<file path="src/verilog/rv_core_pkg.sv">
`default_nettype none

package rv_core_pkg;

	localparam logic [31:0] RESET_VECTOR = 32'h0000_0000;
	localparam int XLEN = 32;
	localparam int REG_AW = 5;

	// Major opcodes of the supported RV32I subset
	typedef enum logic [6:0] {
		OPC_LUI    = 7'b0110111,
		OPC_AUIPC  = 7'b0010111,
		OPC_JAL    = 7'b1101111,
		OPC_JALR   = 7'b1100111,
		OPC_BRANCH = 7'b1100011,
		OPC_IMM    = 7'b0010011,
		OPC_REG    = 7'b0110011,
		OPC_FENCE  = 7'b0001111,
		OPC_SYSTEM = 7'b1110011
	} opcode_e;

	typedef enum logic [3:0] {
		ALU_ADD,
		ALU_SUB,
		ALU_SLL,
		ALU_SLT,
		ALU_SLTU,
		ALU_XOR,
		ALU_SRL,
		ALU_SRA,
		ALU_OR,
		ALU_AND,
		ALU_GE,
		ALU_GEU
	} alu_op_e;

	typedef enum logic [1:0] {
		SRCA_RS1,
		SRCA_PC,
		SRCA_LINK
	} alu_src_a_e;

	typedef enum logic {
		SRCB_RS2,
		SRCB_IMM
	} alu_src_b_e;

	// Condition applied to the ALU result
	typedef enum logic [1:0] {
		BCOND_NEVER,
		BCOND_ZERO,
		BCOND_NZERO,
		BCOND_ALWAYS
	} bcond_e;

	typedef enum logic [1:0] {
		ST_RUN,
		ST_HALTED,
		ST_TRAPPED
	} core_state_e;

	typedef struct packed {
		logic            valid;
		logic [XLEN-1:0] pc;
		logic [31:0]     instr;
	} fd_instr_t;

	typedef struct packed {
		logic              valid;
		logic [XLEN-1:0]   pc;
		logic [XLEN-1:0]   imm;
		logic [REG_AW-1:0] rs1;
		logic [REG_AW-1:0] rs2;
		logic [REG_AW-1:0] rd;
		alu_op_e           alu_op;
		alu_src_a_e        src_a;
		alu_src_b_e        src_b;
		bcond_e            bcond;
		logic              jump_is_regoffs;
		logic              pred_taken;
		// Path not chosen by the static prediction
		logic [XLEN-1:0]   alt_addr;
		logic              is_system;
		logic              invalid;
	} dx_ctrl_t;

	typedef struct packed {
		logic            valid;
		logic [XLEN-1:0] target;
	} redirect_t;

	typedef struct packed {
		logic [XLEN-1:0]   pc;
		logic [REG_AW-1:0] rd;
		logic [XLEN-1:0]   wdata;
	} retire_t;

endpackage

`default_nettype wire

</file>
<file path="src/verilog/rv_core.sv">
`timescale 1ns/1ps
`default_nettype none

module rv_core (
	input  wire                            clk,
	input  wire                            rst_n,
	output logic                           imem_req_o,
	output logic [rv_core_pkg::XLEN-1:0]   imem_addr_o,
	input  wire                            imem_ack_i,
	input  wire  [31:0]                    imem_rdata_i,
	output logic                           retire_valid_o,
	output rv_core_pkg::retire_t           retire_o,
	output logic                           halted_o,
	output logic                           trap_o
);
	import rv_core_pkg::*;

	fd_instr_t         fd;
	logic              decode_take;
	redirect_t         d_jump;
	redirect_t         x_redirect;
	redirect_t         f_redirect;
	logic              x_halt;
	logic              x_trap;
	logic              flush_d_x;
	logic              run;
	dx_ctrl_t          dx;
	logic [REG_AW-1:0] rs1;
	logic [REG_AW-1:0] rs2;
	logic [REG_AW-1:0] rd;
	logic [XLEN-1:0]   rs1_data;
	logic [XLEN-1:0]   rs2_data;
	logic [XLEN-1:0]   wdata;
	logic              we;

	rv_fetch u_fetch (
		.clk          (clk),
		.rst_n        (rst_n),
		.imem_req_o   (imem_req_o),
		.imem_addr_o  (imem_addr_o),
		.imem_ack_i   (imem_ack_i),
		.imem_rdata_i (imem_rdata_i),
		.redirect_i   (f_redirect),
		.run_i        (run),
		.take_i       (decode_take),
		.fd_o         (fd)
	);

	rv_decode u_decode (
		.clk     (clk),
		.rst_n   (rst_n),
		.fd_i    (fd),
		.take_o  (decode_take),
		.flush_i (flush_d_x),
		.run_i   (run),
		.jump_o  (d_jump),
		.dx_o    (dx)
	);

	rv_regfile u_regfile (
		.clk        (clk),
		.rst_n      (rst_n),
		.rs1_i      (rs1),
		.rs2_i      (rs2),
		.rs1_data_o (rs1_data),
		.rs2_data_o (rs2_data),
		.we_i       (we),
		.rd_i       (rd),
		.wdata_i    (wdata)
	);

	rv_execute u_execute (
		.clk            (clk),
		.rst_n          (rst_n),
		.dx_i           (dx),
		.rs1_o          (rs1),
		.rs2_o          (rs2),
		.rs1_data_i     (rs1_data),
		.rs2_data_i     (rs2_data),
		.we_o           (we),
		.rd_o           (rd),
		.wdata_o        (wdata),
		.redirect_o     (x_redirect),
		.halt_o         (x_halt),
		.trap_o         (x_trap),
		.retire_valid_o (retire_valid_o),
		.retire_o       (retire_o)
	);

	rv_pipe_ctrl u_pipe_ctrl (
		.clk          (clk),
		.rst_n        (rst_n),
		.d_jump_i     (d_jump),
		.x_redirect_i (x_redirect),
		.x_halt_i     (x_halt),
		.x_trap_i     (x_trap),
		.f_redirect_o (f_redirect),
		.flush_d_x_o  (flush_d_x),
		.run_o        (run),
		.halted_o     (halted_o),
		.trap_o       (trap_o)
	);

endmodule

`default_nettype wire

</file>
<file path="src/verilog/rv_decode.sv">
`timescale 1ns/1ps
`default_nettype none

module rv_decode (
	input  wire                            clk,
	input  wire                            rst_n,
	input  wire  rv_core_pkg::fd_instr_t   fd_i,
	output logic                           take_o,
	input  wire                            flush_i,
	input  wire                            run_i,
	output rv_core_pkg::redirect_t         jump_o,
	output rv_core_pkg::dx_ctrl_t          dx_o
);
	import rv_core_pkg::*;

	logic [31:0]     instr;
	logic [2:0]      funct3;
	logic [6:0]      funct7;
	logic [XLEN-1:0] imm_i;
	logic [XLEN-1:0] imm_u;
	logic [XLEN-1:0] imm_b;
	logic [XLEN-1:0] imm_j;
	logic            issue;
	dx_ctrl_t        d_ctrl;
	dx_ctrl_t        dx_q;

	// Shared funct3 mapping of OP and OP-IMM
	function automatic alu_op_e alu_from_funct3(input logic [2:0] f3, input logic alt);
		case (f3)
		3'b000: return alt ? ALU_SUB : ALU_ADD;
		3'b001: return ALU_SLL;
		3'b010: return ALU_SLT;
		3'b011: return ALU_SLTU;
		3'b100: return ALU_XOR;
		3'b101: return alt ? ALU_SRA : ALU_SRL;
		3'b110: return ALU_OR;
		default: return ALU_AND;
		endcase
	endfunction

	assign instr = fd_i.instr;
	assign funct3 = instr[14:12];
	assign funct7 = instr[31:25];

	assign imm_i = {{20{instr[31]}}, instr[31:20]};
	assign imm_u = {instr[31:12], 12'b0};
	assign imm_b = {{19{instr[31]}}, instr[31], instr[7], instr[30:25], instr[11:8], 1'b0};
	assign imm_j = {{11{instr[31]}}, instr[31], instr[19:12], instr[20], instr[30:21], 1'b0};

	assign issue = fd_i.valid && run_i && !flush_i;
	assign take_o = issue;

	always_comb begin
		d_ctrl = '0;
		d_ctrl.valid = 1'b1;
		d_ctrl.pc = fd_i.pc;
		d_ctrl.imm = imm_i;
		d_ctrl.rs1 = instr[19:15];
		d_ctrl.rs2 = instr[24:20];
		d_ctrl.rd = instr[11:7];
		d_ctrl.alu_op = ALU_ADD;
		d_ctrl.src_a = SRCA_RS1;
		d_ctrl.src_b = SRCB_RS2;
		d_ctrl.bcond = BCOND_NEVER;
		d_ctrl.alt_addr = fd_i.pc + XLEN'(4);

		case (opcode_e'(instr[6:0]))
		OPC_LUI, OPC_AUIPC: begin
			d_ctrl.imm = imm_u;
			d_ctrl.src_b = SRCB_IMM;
			d_ctrl.src_a = instr[5] ? SRCA_RS1 : SRCA_PC;
			d_ctrl.rs1 = '0;
			d_ctrl.rs2 = '0;
		end
		OPC_JAL: begin
			// Link value comes out as pc+4 plus x0
			d_ctrl.imm = imm_j;
			d_ctrl.src_a = SRCA_LINK;
			d_ctrl.rs1 = '0;
			d_ctrl.rs2 = '0;
			d_ctrl.bcond = BCOND_ALWAYS;
			d_ctrl.pred_taken = 1'b1;
		end
		OPC_JALR: begin
			d_ctrl.src_a = SRCA_LINK;
			d_ctrl.rs2 = '0;
			d_ctrl.jump_is_regoffs = 1'b1;
			d_ctrl.invalid = funct3 != 3'b000;
		end
		OPC_BRANCH: begin
			// Backward branches are predicted taken
			d_ctrl.imm = imm_b;
			d_ctrl.rd = '0;
			d_ctrl.bcond = BCOND_NZERO;
			d_ctrl.pred_taken = imm_b[XLEN-1];
			d_ctrl.alt_addr = imm_b[XLEN-1] ? fd_i.pc + XLEN'(4) : fd_i.pc + imm_b;
			case (funct3)
			3'b000: begin
				d_ctrl.alu_op = ALU_SUB;
				d_ctrl.bcond = BCOND_ZERO;
			end
			3'b001: d_ctrl.alu_op = ALU_SUB;
			3'b100: d_ctrl.alu_op = ALU_SLT;
			3'b101: d_ctrl.alu_op = ALU_GE;
			3'b110: d_ctrl.alu_op = ALU_SLTU;
			3'b111: d_ctrl.alu_op = ALU_GEU;
			default: d_ctrl.invalid = 1'b1;
			endcase
		end
		OPC_IMM: begin
			d_ctrl.src_b = SRCB_IMM;
			d_ctrl.rs2 = '0;
			d_ctrl.alu_op = alu_from_funct3(funct3, funct3 == 3'b101 && instr[30]);
			d_ctrl.invalid = (funct3 == 3'b001 && funct7 != 7'b0) ||
				(funct3 == 3'b101 && (funct7 & 7'b1011111) != 7'b0);
		end
		OPC_REG: begin
			d_ctrl.alu_op = alu_from_funct3(funct3, instr[30]);
			d_ctrl.invalid = !(funct7 == 7'b0 ||
				(funct7 == 7'b0100000 && (funct3 == 3'b000 || funct3 == 3'b101)));
		end
		OPC_FENCE: begin
			d_ctrl.rd = '0;
			d_ctrl.rs1 = '0;
			d_ctrl.rs2 = '0;
		end
		OPC_SYSTEM: begin
			// ECALL and EBREAK halt the core and any other SYSTEM word traps
			d_ctrl.rd = '0;
			d_ctrl.is_system = instr == 32'h0000_0073 || instr == 32'h0010_0073;
			d_ctrl.invalid = !d_ctrl.is_system;
		end
		default: d_ctrl.invalid = 1'b1;
		endcase

		if (d_ctrl.invalid) begin
			d_ctrl.rd = '0;
			d_ctrl.bcond = BCOND_NEVER;
			d_ctrl.pred_taken = 1'b0;
			d_ctrl.jump_is_regoffs = 1'b0;
			d_ctrl.is_system = 1'b0;
		end
	end

	assign jump_o.valid = issue && d_ctrl.pred_taken;
	assign jump_o.target = fd_i.pc + d_ctrl.imm;

	// Starved or flushed cycles load an all-zero bubble
	always_ff @(posedge clk or negedge rst_n) begin
		if (!rst_n) begin
			dx_q <= '0;
		end else if (issue) begin
			dx_q <= d_ctrl;
		end else begin
			dx_q <= '0;
		end
	end

	assign dx_o = dx_q;

endmodule

`default_nettype wire

</file>
<file path="src/verilog/rv_execute.sv">
`timescale 1ns/1ps
`default_nettype none

module rv_execute (
	input  wire                              clk,
	input  wire                              rst_n,
	input  wire  rv_core_pkg::dx_ctrl_t      dx_i,
	output logic [rv_core_pkg::REG_AW-1:0]   rs1_o,
	output logic [rv_core_pkg::REG_AW-1:0]   rs2_o,
	input  wire  [rv_core_pkg::XLEN-1:0]     rs1_data_i,
	input  wire  [rv_core_pkg::XLEN-1:0]     rs2_data_i,
	output logic                             we_o,
	output logic [rv_core_pkg::REG_AW-1:0]   rd_o,
	output logic [rv_core_pkg::XLEN-1:0]     wdata_o,
	output rv_core_pkg::redirect_t           redirect_o,
	output logic                             halt_o,
	output logic                             trap_o,
	output logic                             retire_valid_o,
	output rv_core_pkg::retire_t             retire_o
);
	import rv_core_pkg::*;

	logic [XLEN-1:0] op_a;
	logic [XLEN-1:0] op_b;
	logic [XLEN-1:0] result;
	logic [XLEN-1:0] jalr_sum;
	logic            taken;
	logic            commit;

	always_comb begin
		case (dx_i.src_a)
		SRCA_PC: op_a = dx_i.pc;
		SRCA_LINK: op_a = dx_i.pc + XLEN'(4);
		default: op_a = rs1_data_i;
		endcase
		op_b = dx_i.src_b == SRCB_IMM ? dx_i.imm : rs2_data_i;
	end

	always_comb begin
		case (dx_i.alu_op)
		ALU_SUB: result = op_a - op_b;
		ALU_SLL: result = op_a << op_b[4:0];
		ALU_SLT: result = XLEN'($signed(op_a) < $signed(op_b));
		ALU_SLTU: result = XLEN'(op_a < op_b);
		ALU_XOR: result = op_a ^ op_b;
		ALU_SRL: result = op_a >> op_b[4:0];
		ALU_SRA: result = $unsigned($signed(op_a) >>> op_b[4:0]);
		ALU_OR: result = op_a | op_b;
		ALU_AND: result = op_a & op_b;
		ALU_GE: result = XLEN'($signed(op_a) >= $signed(op_b));
		ALU_GEU: result = XLEN'(op_a >= op_b);
		default: result = op_a + op_b;
		endcase
	end

	always_comb begin
		case (dx_i.bcond)
		BCOND_ZERO: taken = result == '0;
		BCOND_NZERO: taken = result != '0;
		BCOND_ALWAYS: taken = 1'b1;
		default: taken = 1'b0;
		endcase
	end

	assign jalr_sum = rs1_data_i + dx_i.imm;
	assign commit = dx_i.valid && !dx_i.invalid && !dx_i.is_system;

	// Mispredict goes to the other path and JALR always to its computed target
	assign redirect_o.valid = !dx_i.invalid &&
		(dx_i.jump_is_regoffs || taken != dx_i.pred_taken);
	assign redirect_o.target = dx_i.jump_is_regoffs ? {jalr_sum[XLEN-1:1], 1'b0} :
		dx_i.alt_addr;

	assign rs1_o = dx_i.rs1;
	assign rs2_o = dx_i.rs2;
	assign we_o = commit;
	assign rd_o = dx_i.rd;
	assign wdata_o = result;
	assign halt_o = dx_i.valid && dx_i.is_system;
	assign trap_o = dx_i.valid && dx_i.invalid;

	always_ff @(posedge clk or negedge rst_n) begin
		if (!rst_n) begin
			retire_valid_o <= 1'b0;
		end else begin
			retire_valid_o <= commit;
		end
	end

	// Retire shows the value that landed in rd and zero for x0
	always_ff @(posedge clk) begin
		if (commit) begin
			retire_o.pc <= dx_i.pc;
			retire_o.rd <= dx_i.rd;
			retire_o.wdata <= dx_i.rd == '0 ? '0 : result;
		end
	end

	// A bubble from decode never redirects
	assert property (@(posedge clk) disable iff (!rst_n)
		redirect_o.valid |-> dx_i.valid);

	// Wrong-path instruction in decode never reaches execute
	assert property (@(posedge clk) disable iff (!rst_n)
		redirect_o.valid |=> !dx_i.valid);

endmodule

`default_nettype wire

</file>
<file path="src/verilog/rv_fetch.sv">
`timescale 1ns/1ps
`default_nettype none

module rv_fetch (
	input  wire                            clk,
	input  wire                            rst_n,
	output logic                           imem_req_o,
	output logic [rv_core_pkg::XLEN-1:0]   imem_addr_o,
	input  wire                            imem_ack_i,
	input  wire  [31:0]                    imem_rdata_i,
	input  wire  rv_core_pkg::redirect_t   redirect_i,
	input  wire                            run_i,
	input  wire                            take_i,
	output rv_core_pkg::fd_instr_t         fd_o
);
	import rv_core_pkg::*;

	typedef enum logic [1:0] {
		F_IDLE,
		F_WAIT_ACK,
		F_WAIT_LOW
	} fetch_state_e;

	fetch_state_e    state_q;
	logic [XLEN-1:0] pc_q;
	logic [XLEN-1:0] addr_q;
	logic            discard_q;
	logic            buf_valid_q;
	logic [XLEN-1:0] buf_pc_q;
	logic [31:0]     buf_instr_q;
	logic            start;
	logic            capture;

	// New request only when the buffer will be free at ack time
	assign start = state_q == F_IDLE && run_i && !redirect_i.valid &&
		(!buf_valid_q || take_i);
	// A word for a superseded PC is dropped here
	assign capture = state_q == F_WAIT_ACK && imem_ack_i && !discard_q &&
		!redirect_i.valid;

	assign imem_req_o = state_q == F_WAIT_ACK;
	assign imem_addr_o = addr_q;
	assign fd_o = '{valid: buf_valid_q, pc: buf_pc_q, instr: buf_instr_q};

	always_ff @(posedge clk or negedge rst_n) begin
		if (!rst_n) begin
			state_q <= F_IDLE;
			pc_q <= RESET_VECTOR;
			discard_q <= 1'b0;
			buf_valid_q <= 1'b0;
		end else begin
			if (redirect_i.valid) begin
				pc_q <= redirect_i.target;
			end else if (start) begin
				pc_q <= pc_q + XLEN'(4);
			end

			case (state_q)
			F_IDLE: begin
				if (start) begin
					state_q <= F_WAIT_ACK;
					discard_q <= 1'b0;
				end
			end
			F_WAIT_ACK: begin
				if (imem_ack_i) begin
					state_q <= F_WAIT_LOW;
				end else if (redirect_i.valid) begin
					discard_q <= 1'b1;
				end
			end
			default: begin
				// four-phase return to zero
				if (!imem_ack_i) begin
					state_q <= F_IDLE;
				end
			end
			endcase

			if (redirect_i.valid) begin
				buf_valid_q <= 1'b0;
			end else if (capture) begin
				buf_valid_q <= 1'b1;
			end else if (take_i) begin
				buf_valid_q <= 1'b0;
			end
		end
	end

	always_ff @(posedge clk) begin
		if (start) begin
			addr_q <= pc_q;
		end
		if (capture) begin
			buf_pc_q <= addr_q;
			buf_instr_q <= imem_rdata_i;
		end
	end

	// Request and address hold until the memory answers
	assert property (@(posedge clk) disable iff (!rst_n)
		imem_req_o && !imem_ack_i |=> imem_req_o && $stable(imem_addr_o));

endmodule

`default_nettype wire

</file>
<file path="src/verilog/rv_pipe_ctrl.sv">
`timescale 1ns/1ps
`default_nettype none

module rv_pipe_ctrl (
	input  wire                            clk,
	input  wire                            rst_n,
	input  wire  rv_core_pkg::redirect_t   d_jump_i,
	input  wire  rv_core_pkg::redirect_t   x_redirect_i,
	input  wire                            x_halt_i,
	input  wire                            x_trap_i,
	output rv_core_pkg::redirect_t         f_redirect_o,
	output logic                           flush_d_x_o,
	output logic                           run_o,
	output logic                           halted_o,
	output logic                           trap_o
);
	import rv_core_pkg::*;

	core_state_e state_q;

	// HALTED and TRAPPED are left only by reset
	always_ff @(posedge clk or negedge rst_n) begin
		if (!rst_n) begin
			state_q <= ST_RUN;
		end else if (state_q == ST_RUN) begin
			if (x_trap_i) begin
				state_q <= ST_TRAPPED;
			end else if (x_halt_i) begin
				state_q <= ST_HALTED;
			end
		end
	end

	// Stop fetch and decode already in the cycle the stop is seen
	assign run_o = state_q == ST_RUN && !x_halt_i && !x_trap_i;

	// Execute redirect beats the decode jump
	always_comb begin
		if (x_redirect_i.valid) begin
			f_redirect_o = x_redirect_i;
		end else begin
			f_redirect_o = d_jump_i;
		end
	end

	assign flush_d_x_o = x_redirect_i.valid;
	assign halted_o = state_q == ST_HALTED;
	assign trap_o = state_q == ST_TRAPPED;

	assert property (@(posedge clk) disable iff (!rst_n)
		state_q != ST_RUN |-> !f_redirect_o.valid);

endmodule

`default_nettype wire

</file>
<file path="src/verilog/rv_regfile.sv">
`timescale 1ns/1ps
`default_nettype none

module rv_regfile (
	input  wire                              clk,
	input  wire                              rst_n,
	input  wire  [rv_core_pkg::REG_AW-1:0]   rs1_i,
	input  wire  [rv_core_pkg::REG_AW-1:0]   rs2_i,
	output logic [rv_core_pkg::XLEN-1:0]     rs1_data_o,
	output logic [rv_core_pkg::XLEN-1:0]     rs2_data_o,
	input  wire                              we_i,
	input  wire  [rv_core_pkg::REG_AW-1:0]   rd_i,
	input  wire  [rv_core_pkg::XLEN-1:0]     wdata_i
);
	import rv_core_pkg::*;

	// x0 has no storage
	logic [XLEN-1:0] regs_q [1:31];

	always_ff @(posedge clk or negedge rst_n) begin
		if (!rst_n) begin
			for (int i = 1; i < 32; i++) begin
				regs_q[i] <= '0;
			end
		end else if (we_i && rd_i != '0) begin
			regs_q[rd_i] <= wdata_i;
		end
	end

	assign rs1_data_o = rs1_i == '0 ? '0 : regs_q[rs1_i];
	assign rs2_data_o = rs2_i == '0 ? '0 : regs_q[rs2_i];

endmodule

`default_nettype wire
</file>
<file path="config.mk">
export PLATFORM = sky130hd
export DESIGN_NAME = rv_core
export DESIGN_NICKNAME = d
export VERILOG_FILES = /design/src/verilog/rv_core_pkg.sv /design/src/verilog/rv_core.sv /design/src/verilog/rv_decode.sv /design/src/verilog/rv_execute.sv /design/src/verilog/rv_fetch.sv /design/src/verilog/rv_pipe_ctrl.sv /design/src/verilog/rv_regfile.sv
export SDC_FILE = /design/constraint.sdc
export NUM_CORES = 2
export LEC_CHECK = 0
export BUFFER_PORTS_ARGS = -buffer_cell sky130_fd_sc_hd__buf_2
export CORE_MARGIN = 4
export CORE_UTILIZATION = 30
export CTS_BUF_LIST = sky130_fd_sc_hd__clkbuf_8
export DETAILED_ROUTE_END_ITERATION = 12
export HOLD_SLACK_MARGIN = 0.12
export PLACE_DENSITY = 0.55
export RECOVER_POWER = 100
export SYNTH_ARGS = -nofsm -noshare
export SYNTH_HDL_FRONTEND = slang
export SYNTH_SLANG_ARGS = --single-unit
</file>
<file path="constraint.sdc">
create_clock -name clk -period 19.3 [get_ports clk]
set_input_delay 3.86 -clock clk [delete_from_list [all_inputs] [get_ports clk]]
set_output_delay 3.86 -clock clk [all_outputs]
set_load 0.01 [all_outputs]
</file>
# [After elaboration in Yosys (flattened, before gate mapping)]
# Cells that the tools add are included.
[word_totals] register_bits=1321 elab_cells=253
[op_classes] n_addsub=8 n_lt_le_gt_ge=8 n_eq_ne=44 shifts=3 muxes=60 bitwise=6 reduce_logical=66
[op_table] op="$bwmux 992" n=1
[op_table] op="$mux 32" n=13
[op_table] op="$pmux 32 s11" n=1
[op_table] op="$bmux 32 s5" n=2
[op_table] op="$demux 32 s5" n=1
[op_table] op="$add 32x32->32" n=4
[op_table] op="$mux 125" n=1
[op_table] op="$add 32x3->32 const B" n=3
[op_table] op="$pmux 31 s3" n=1
[op_table] op="$ge 32x32->1" n=2
[op_table] op="$lt 32x32->1" n=2
[op_table] op="$pmux 32 s2" n=1
[op_table] op="$pmux 4 s7" n=2
[op_table] op="$mux 33" n=1
[op_table] op="$and 32x32->32" n=1
[op_table] op="$eq 32x21->1 const B" n=1
[op_table] op="$eq 32x7->1 const B" n=1
[op_table] op="$logic_not 32->1" n=1
[op_table] op="$or 32x32->32" n=1
[op_table] op="$reduce_bool 32->1" n=1
[op_table] op="$shl 32x5->32" n=1
[op_table] op="$shr 32x5->32" n=1
[op_table] op="$sshr 32x5->32" n=1
[op_table] op="$sub 32x32->32" n=1
[op_table] op="49 further kinds" n=150

# [Depth between registers and ports, before layout]
[logic_depth] word_depth=22 depth_mapped=37

# [Cells and area by module]
# A second synthesis with hierarchy kept.
[hier_totals] hier_cells=7253 hier_area_um2=83144.7
[modules_own_cells] module="rv_regfile" n_inst=1 cells_per_inst=3776 area_per_inst_um2=53585.1
[modules_own_cells] module="rv_execute" n_inst=1 cells_per_inst=2154 area_per_inst_um2=15529.9
[modules_own_cells] module="rv_decode" n_inst=1 cells_per_inst=937 area_per_inst_um2=8343.0
[modules_own_cells] module="rv_fetch" n_inst=1 cells_per_inst=339 area_per_inst_um2=5043.6
[modules_own_cells] module="rv_pipe_ctrl" n_inst=1 cells_per_inst=47 area_per_inst_um2=643.1

# [Least setup slack after synthesis]
# No wires, ideal clock.
[synth_path] kind="reg2reg" start="register u_decode.dx_q (netlist bit u_decode.dx_o[50])" end="register u_fetch.buf_instr_q[0], enable pin" arrival_time_ns=14.286 setup_slack_ns=4.344 stages_incl_launch_ff=30 n_path_buf=7 period_less_slack_ns=14.956 path_cell_list="dfrtp_1 -> buf_2 -> buf_2 -> buf_2 -> buf_1 -> clkbuf_1 -> buf_1 -> mux4_2 -> mux4_2 -> nor2_1 -> o31ai_1 -> ha_1 -> clkbuf_1 -> or4_1 -> nor3_1 -> nand2_1 -> o211ai_1 -> o21a_1 -> a31oi_1 -> a21oi_1 -> mux2_2 -> o2111ai_1 -> nor4b_1 -> nand4b_1 -> nor4bb_1 -> and4b_1 -> o211ai_1 -> nand3_1 -> nand2_1 -> nor4b_1"
[synth_via] elab_chain_cells=19 elab_cells_between_ends=32 classes_between="add/sub: 2; order compare: 4; eq/ne: 1; shift: 3; mux: 8; bitwise: 4; reduce/logical: 10"
[synth_lines] item="start, declared" line_no="rv_decode.sv:25" source="dx_ctrl_t dx_q;"
[synth_lines] item="start signal, assigned" line_no="rv_decode.sv:153" source="dx_q <= d_ctrl;"
[synth_lines] item="$not 5->6 (not written as such)" line_no="rv_regfile.sv:31" source="assign rs2_data_o = rs2_i == '0 ? '0 : regs_q[rs2_i];"
[synth_lines] item="$bmux 32 s5" line_no="rv_regfile.sv:31"
[synth_lines] item="$mux 32 (not written as such) (2 in series)" line_no="rv_regfile.sv:31"
[synth_lines] item="$mux 32 *" line_no="rv_regfile.sv:31"
[synth_lines] item="$mux 32 *" line_no="rv_execute.sv:36" source="op_b = dx_i.src_b == SRCB_IMM ? dx_i.imm : rs2_data_i;"
[synth_lines] item="$add 32x32->32, or another cell as far along" line_no="rv_execute.sv:52" source="default: result = op_a + op_b;"
[synth_lines] item="$pmux 32 s11 *" line_no="rv_execute.sv:40" source="case (dx_i.alu_op)"
[synth_lines] item="$reduce_bool 32->1 / $logic_not 32->1 (equally long branches)" line_no="rv_execute.sv:59, rv_execute.sv:58"
[synth_lines] item="(+3 left out)"
[synth_lines] item="$logic_and 1x1->1 *" line_no="rv_execute.sv:69" source="assign redirect_o.valid = !dx_i.invalid &&"
[synth_lines] item="$logic_not 1->1" line_no="rv_decode.sv:50" source="assign issue = fd_i.valid && run_i && !flush_i;"
[synth_lines] item="$logic_and 1x1->1" line_no="rv_decode.sv:50"
[synth_lines] item="$logic_and 1x1->1" line_no="rv_decode.sv:145" source="assign jump_o.valid = issue && d_ctrl.pred_taken;"
[synth_lines] item="$mux 33 *" line_no="rv_pipe_ctrl.sv:39" source="if (x_redirect_i.valid) begin"
[synth_lines] item="$logic_not 1->1 *" line_no="rv_fetch.sv:39" source="!redirect_i.valid;"
[synth_lines] item="$logic_and 1x1->1 *" line_no="rv_fetch.sv:38" source="assign capture = state_q == F_WAIT_ACK && imem_ack_i && !discard_q &&"
[synth_lines] item="net u_fetch.capture" line_no="rv_fetch.sv:32" source="logic capture;"
[synth_lines] item="end signal, assigned" line_no="rv_fetch.sv:96" source="buf_instr_q <= imem_rdata_i;"
[synth_lines] item="end, declared" line_no="rv_fetch.sv:30" source="logic [31:0] buf_instr_q;"
# Mark *: on every way through the listed nets, which the timed path passes. The rest lies on a longest branch. The select of a mux whose other input is x is not followed.
# A chain may end at the register's enable or synchronous reset.

# [Worst setup path in the final report]
[layout_path] start="register u_decode.dx_q (netlist bit u_decode.dx_o[50])" end="register u_fetch.addr_q[22] (netlist: u_fetch.imem_addr_o[22]), enable pin"
[layout_via] elab_chain_cells=20 elab_cells_between_ends=34 classes_between="add/sub: 2; order compare: 4; eq/ne: 1; shift: 3; mux: 8; bitwise: 4; reduce/logical: 12"
[layout_lines] item="$not 5->6 (not written as such)" line_no="rv_regfile.sv:31"
[layout_lines] item="$bmux 32 s5" line_no="rv_regfile.sv:31"
[layout_lines] item="$mux 32 (not written as such) (2 in series)" line_no="rv_regfile.sv:31"
[layout_lines] item="$mux 32 *" line_no="rv_regfile.sv:31"
[layout_lines] item="$mux 32 *" line_no="rv_execute.sv:36"
[layout_lines] item="$add 32x32->32, or another cell as far along" line_no="rv_execute.sv:52"
[layout_lines] item="$pmux 32 s11 *" line_no="rv_execute.sv:40"
[layout_lines] item="$reduce_bool 32->1 / $logic_not 32->1 (equally long branches)" line_no="rv_execute.sv:59, rv_execute.sv:58"
[layout_lines] item="(+4 left out)"
[layout_lines] item="$logic_not 1->1" line_no="rv_decode.sv:50"
[layout_lines] item="$logic_and 1x1->1" line_no="rv_decode.sv:50"
[layout_lines] item="$logic_and 1x1->1" line_no="rv_decode.sv:145"
[layout_lines] item="$mux 33" line_no="rv_pipe_ctrl.sv:39"
[layout_lines] item="$logic_not 1->1" line_no="rv_fetch.sv:35" source="assign start = state_q == F_IDLE && run_i && !redirect_i.valid &&"
[layout_lines] item="$logic_and 1x1->1" line_no="rv_fetch.sv:35"
[layout_lines] item="$logic_and 1x1->1 *" line_no="rv_fetch.sv:35"
[layout_lines] item="net u_fetch.start" line_no="rv_fetch.sv:31" source="logic start;"
[layout_lines] item="end signal, assigned" line_no="rv_fetch.sv:92" source="addr_q <= pc_q;"
[layout_lines] item="end, declared" line_no="rv_fetch.sv:26" source="logic [XLEN-1:0] addr_q;"
# Marks and branches as above.

==> results.sh <==
export IMPL_h_tree_depth=4
export IMPL_nets=8344
export IMPL_area_growth_pct=11.6
export IMPL_timing_rr_start="u_decode.dx_o[50]"
export IMPL_ir_drop_uv=232
export IMPL_crit_type="register to register"
export IMPL_synthesis_area_um2=81000
export IMPL_drtIter0Drc=9293
export IMPL_syn_nets=8380
export IMPL_worst_pin_slew_ns=6.52
export IMPL_cts_setup_buffers=0
export IMPL_die_h_um=528
export IMPL_synthTopCellsByCount="nand2_1 (1439), dfrtp_1 (1155), o21ai_0 (918)"
export IMPL_rows=190
export IMPL_clk_latency_ns=1.05
export IMPL_cp_start_kind="register"
export IMPL_r2r_end="u_fetch.imem_addr_o[22]"
export IMPL_root_buffer="clkbuf_8"
export IMPL_powerDensity_nw_per_um2=149
export IMPL_post_route_period_util_pct=83.0
export IMPL_grt_max_degree=160
export IMPL_switchingPower_mw=6.72
export IMPL_grt_first_pass_wirelength_um=539000
export IMPL_grt_pass1_vias=69100
export IMPL_netSwitchingFraction_pct=49.8
export IMPL_holdBufCountCts=0
export IMPL_clk_pin_slew_ns=0.06
export IMPL_cp_data_arrival_time_ns=16.64
export IMPL_avgSynthCellArea_um2=9.94
export IMPL_synth_area_leaders="dfrtp_1 (36%), mux4_2 (11%), nand2_1 (6.7%)"
export IMPL_synth_top_area_share_pct=35.7
export IMPL_crit_path_end_kind="register"
export IMPL_via_per_inst=6.02
export IMPL_portBuffers=139
export IMPL_die_x_um=528
export IMPL_setup_violations_final=0
export IMPL_hold_end="u_fetch.buf_pc_q[22]"
export IMPL_ant_nets=0
export IMPL_clock_power_share_pct=20.5
export IMPL_ios=140
export IMPL_clkSinkCount=1320
export IMPL_place_congestion=1.06
export IMPL_synth_seq_cells=1320
export IMPL_start_util_pct=30.2
export IMPL_cts_tree="built"
export IMPL_antenna_found_initial=32
export IMPL_synthDistinctLibCells=107
export IMPL_cap_violations=22
export IMPL_status="finished, violations left"
export IMPL_cp_required_ns=19.92
export IMPL_cts_buffers=229
export IMPL_cpPeakStageDelay_ns=2.02
export IMPL_clock_skew_ns=0.0975
export IMPL_ys_flop_type="dfrtp_1"
export IMPL_drt_pre_antenna_iters=6
export IMPL_synth_seq_area_share_pct=41.8
export IMPL_power_frac_comb_pct=52.7
export IMPL_min_path_type="register to register"
export IMPL_period_needed_ns=16.03
export IMPL_cpMaxStageDelayCell="clkbuf_1"
export IMPL_cts_resized_gates=0
export IMPL_ff2ff_setup_slack_ns=3.27
export IMPL_cts_max_path_buffers=3
export IMPL_hpwl_um=265000
export IMPL_slew_viol_final=1012
export IMPL_yosys_area_top_type="dfrtp_1"
export IMPL_hold_viol=0
export IMPL_p_seq_share_pct=26.8
export IMPL_grt_overflow_total=0
export IMPL_slew_headroom_pct=-335
export IMPL_dp_cells=11400
export IMPL_drc_errors=0
export IMPL_synth_most_common_cell="nand2_1"
export IMPL_wl_um=384000
export IMPL_track_usage_pct=26.8
export IMPL_layout_drive_gt1_share_pct=16.8
export IMPL_yosysWarningCount=0
export IMPL_cp_common_cell="buf_4"
export IMPL_hold_start="u_fetch.imem_addr_o[22]"
export IMPL_hold_depth=0
export IMPL_max_freq_mhz=62.4
export IMPL_violations="capacitance limit, slew limit"
export IMPL_core_um2=268000
export IMPL_syn_instance_count=8147
export IMPL_p_leak_nw=36.6
export IMPL_dr_total_vias=71400
export IMPL_dieArea_um2=278000
export IMPL_r2r_cells=26
export IMPL_async_reset_ff_share_pct=87.5
export IMPL_rsz0062_at_grt="no"
export IMPL_fin_cells=11900
export IMPL_path_max_fanout=47
export IMPL_wl_per_cell_um=32.4
export IMPL_finalSetupTns_ns=0
export IMPL_synth_edf_count=165
export IMPL_p_int_mw=6.78
-- cells by family after synthesis --
family | synth area share, %
AND/OR/NAND/NOR | 14.1
adder cells (fa/ha/maj) | 3.11
buffers and inverters | 4.27
flip-flops | 41.8
multiplexers | 18.5
AO/OA/AOI/OAI | 16.5
XOR/XNOR | 1.77
-- layout make-up --
class	count	area (um2)
fill	27100	178000
multi-input combinational	5996	44100
sequential	1320	33900
tap	3552	4440
clock buffer	278	3830
timing repair buffer	387	2420
clock inverter	133	1040
inverter	177	666
antenna	11	27.5
-- worst max path at each step --
stage | slack [ns] | startpoint | cells after the start | end
floorplan | 4.34 | u_decode.dx_o[50] | 29 | u_fetch.buf_instr_q[0]
global placement | 5.85 | u_decode.dx_o[50] | 33 | u_decode.dx_o[50]
detailed placement | 5.99 | u_decode.dx_o[50] | 32 | u_decode.dx_o[50]
CTS | 5.94 | u_decode.dx_o[50] | 32 | u_decode.dx_o[53]
global route | 2.53 | u_decode.dx_o[50] | 28 | u_decode.dx_o[53]
finish | 3.27 | u_decode.dx_o[50] | 26 | u_fetch.imem_addr_o[22]
-- sequential cells by signal, indices dropped and copies added (netlist names) --
| register | count |
|---|---|
| u_fetch.discard_q | 1 |
| u_regfile.regs_q | 992 |
| u_fetch.pc_q | 32 |
| u_decode.dx_o | 124 |
| u_fetch.imem_addr_o | 32 |
| u_fetch.buf_pc_q | 32 |
| u_pipe_ctrl.state_q | 2 |
| u_fetch.buf_valid_q | 1 |
| u_execute.retire_o | 69 |
| u_fetch.buf_instr_q | 32 |
| u_execute.retire_valid_o | 1 |
| u_fetch.state_q | 2 |
-- critical path: cells and delay by family (launching register included) --
family                 cells  cell delay (ns)
AO/OA/AOI/OAI              5             2.59
multiplexers               5             2.06
flip-flops                 1             1.47
buffers and inverters     10             6.64
AND/OR/NAND/NOR            6             2.53
-- cells in the final DEF, fill, tap and decap left out, types with 53 or more instances in the layout --
cell,Yosys,layout
a211oi_1,100,98
a21o_1,58,58
a21oi_1,285,284
a22oi_1,87,87
and2_1,105,79
and3_1,54,53
buf_4,27,217
clkbuf_1,459,139
clkbuf_8,0,278
dfrtp_1,1155,1146
edfxtp_1,165,165
ha_1,193,192
inv_1,163,240
mux2_2,253,253
mux2i_1,279,279
mux4_2,410,410
nand2_1,1439,1408
nand3_1,123,120
nor2_1,428,422
nor2b_1,67,62
nor3_1,141,133
o21ai_0,918,917
xnor2_1,120,120
-- power by group through the flow --
stage	registers [mW]	clock network [mW]	logic [mW]
5_1_grt	3.63	2.94	7.43
2_1_floorplan	3.40	0	4.28
6_report	3.62	2.77	7.12
3_5_place_dp	3.64	0	6.96
3_3_place_gp	3.64	0	6.94
4_1_cts	3.60	2.82	6.99
-- layer usage --
layer  GRT usage (%)  part of all wire [%]
met2            38.5                    42
met3            7.03                    10
met5               0                 0.032
met1            36.0                    41
met4            16.1                   7.1
-- stage by stage --
step / setup WS [ns] / total power, mW / hold slack [ns] / area (um2) / utilization (%)
floorplan: 4.34 / 7.68 / 0.417 / 81000 / -
global placement: 5.85 / 10.6 / 0.428 / 85700 / 31.9
detailed placement: 5.99 / 10.6 / 0.433 / 85800 / 32.0
CTS: 5.94 / 13.4 / 0.385 / 90700 / 33.8
global route: 2.53 / 14.0 / 0.385 / 90300 / 33.7
finish: 3.27 / 13.5 / 0.380 / 90400 / 33.7
No activity file was read; power rests on OpenSTA's default activity.
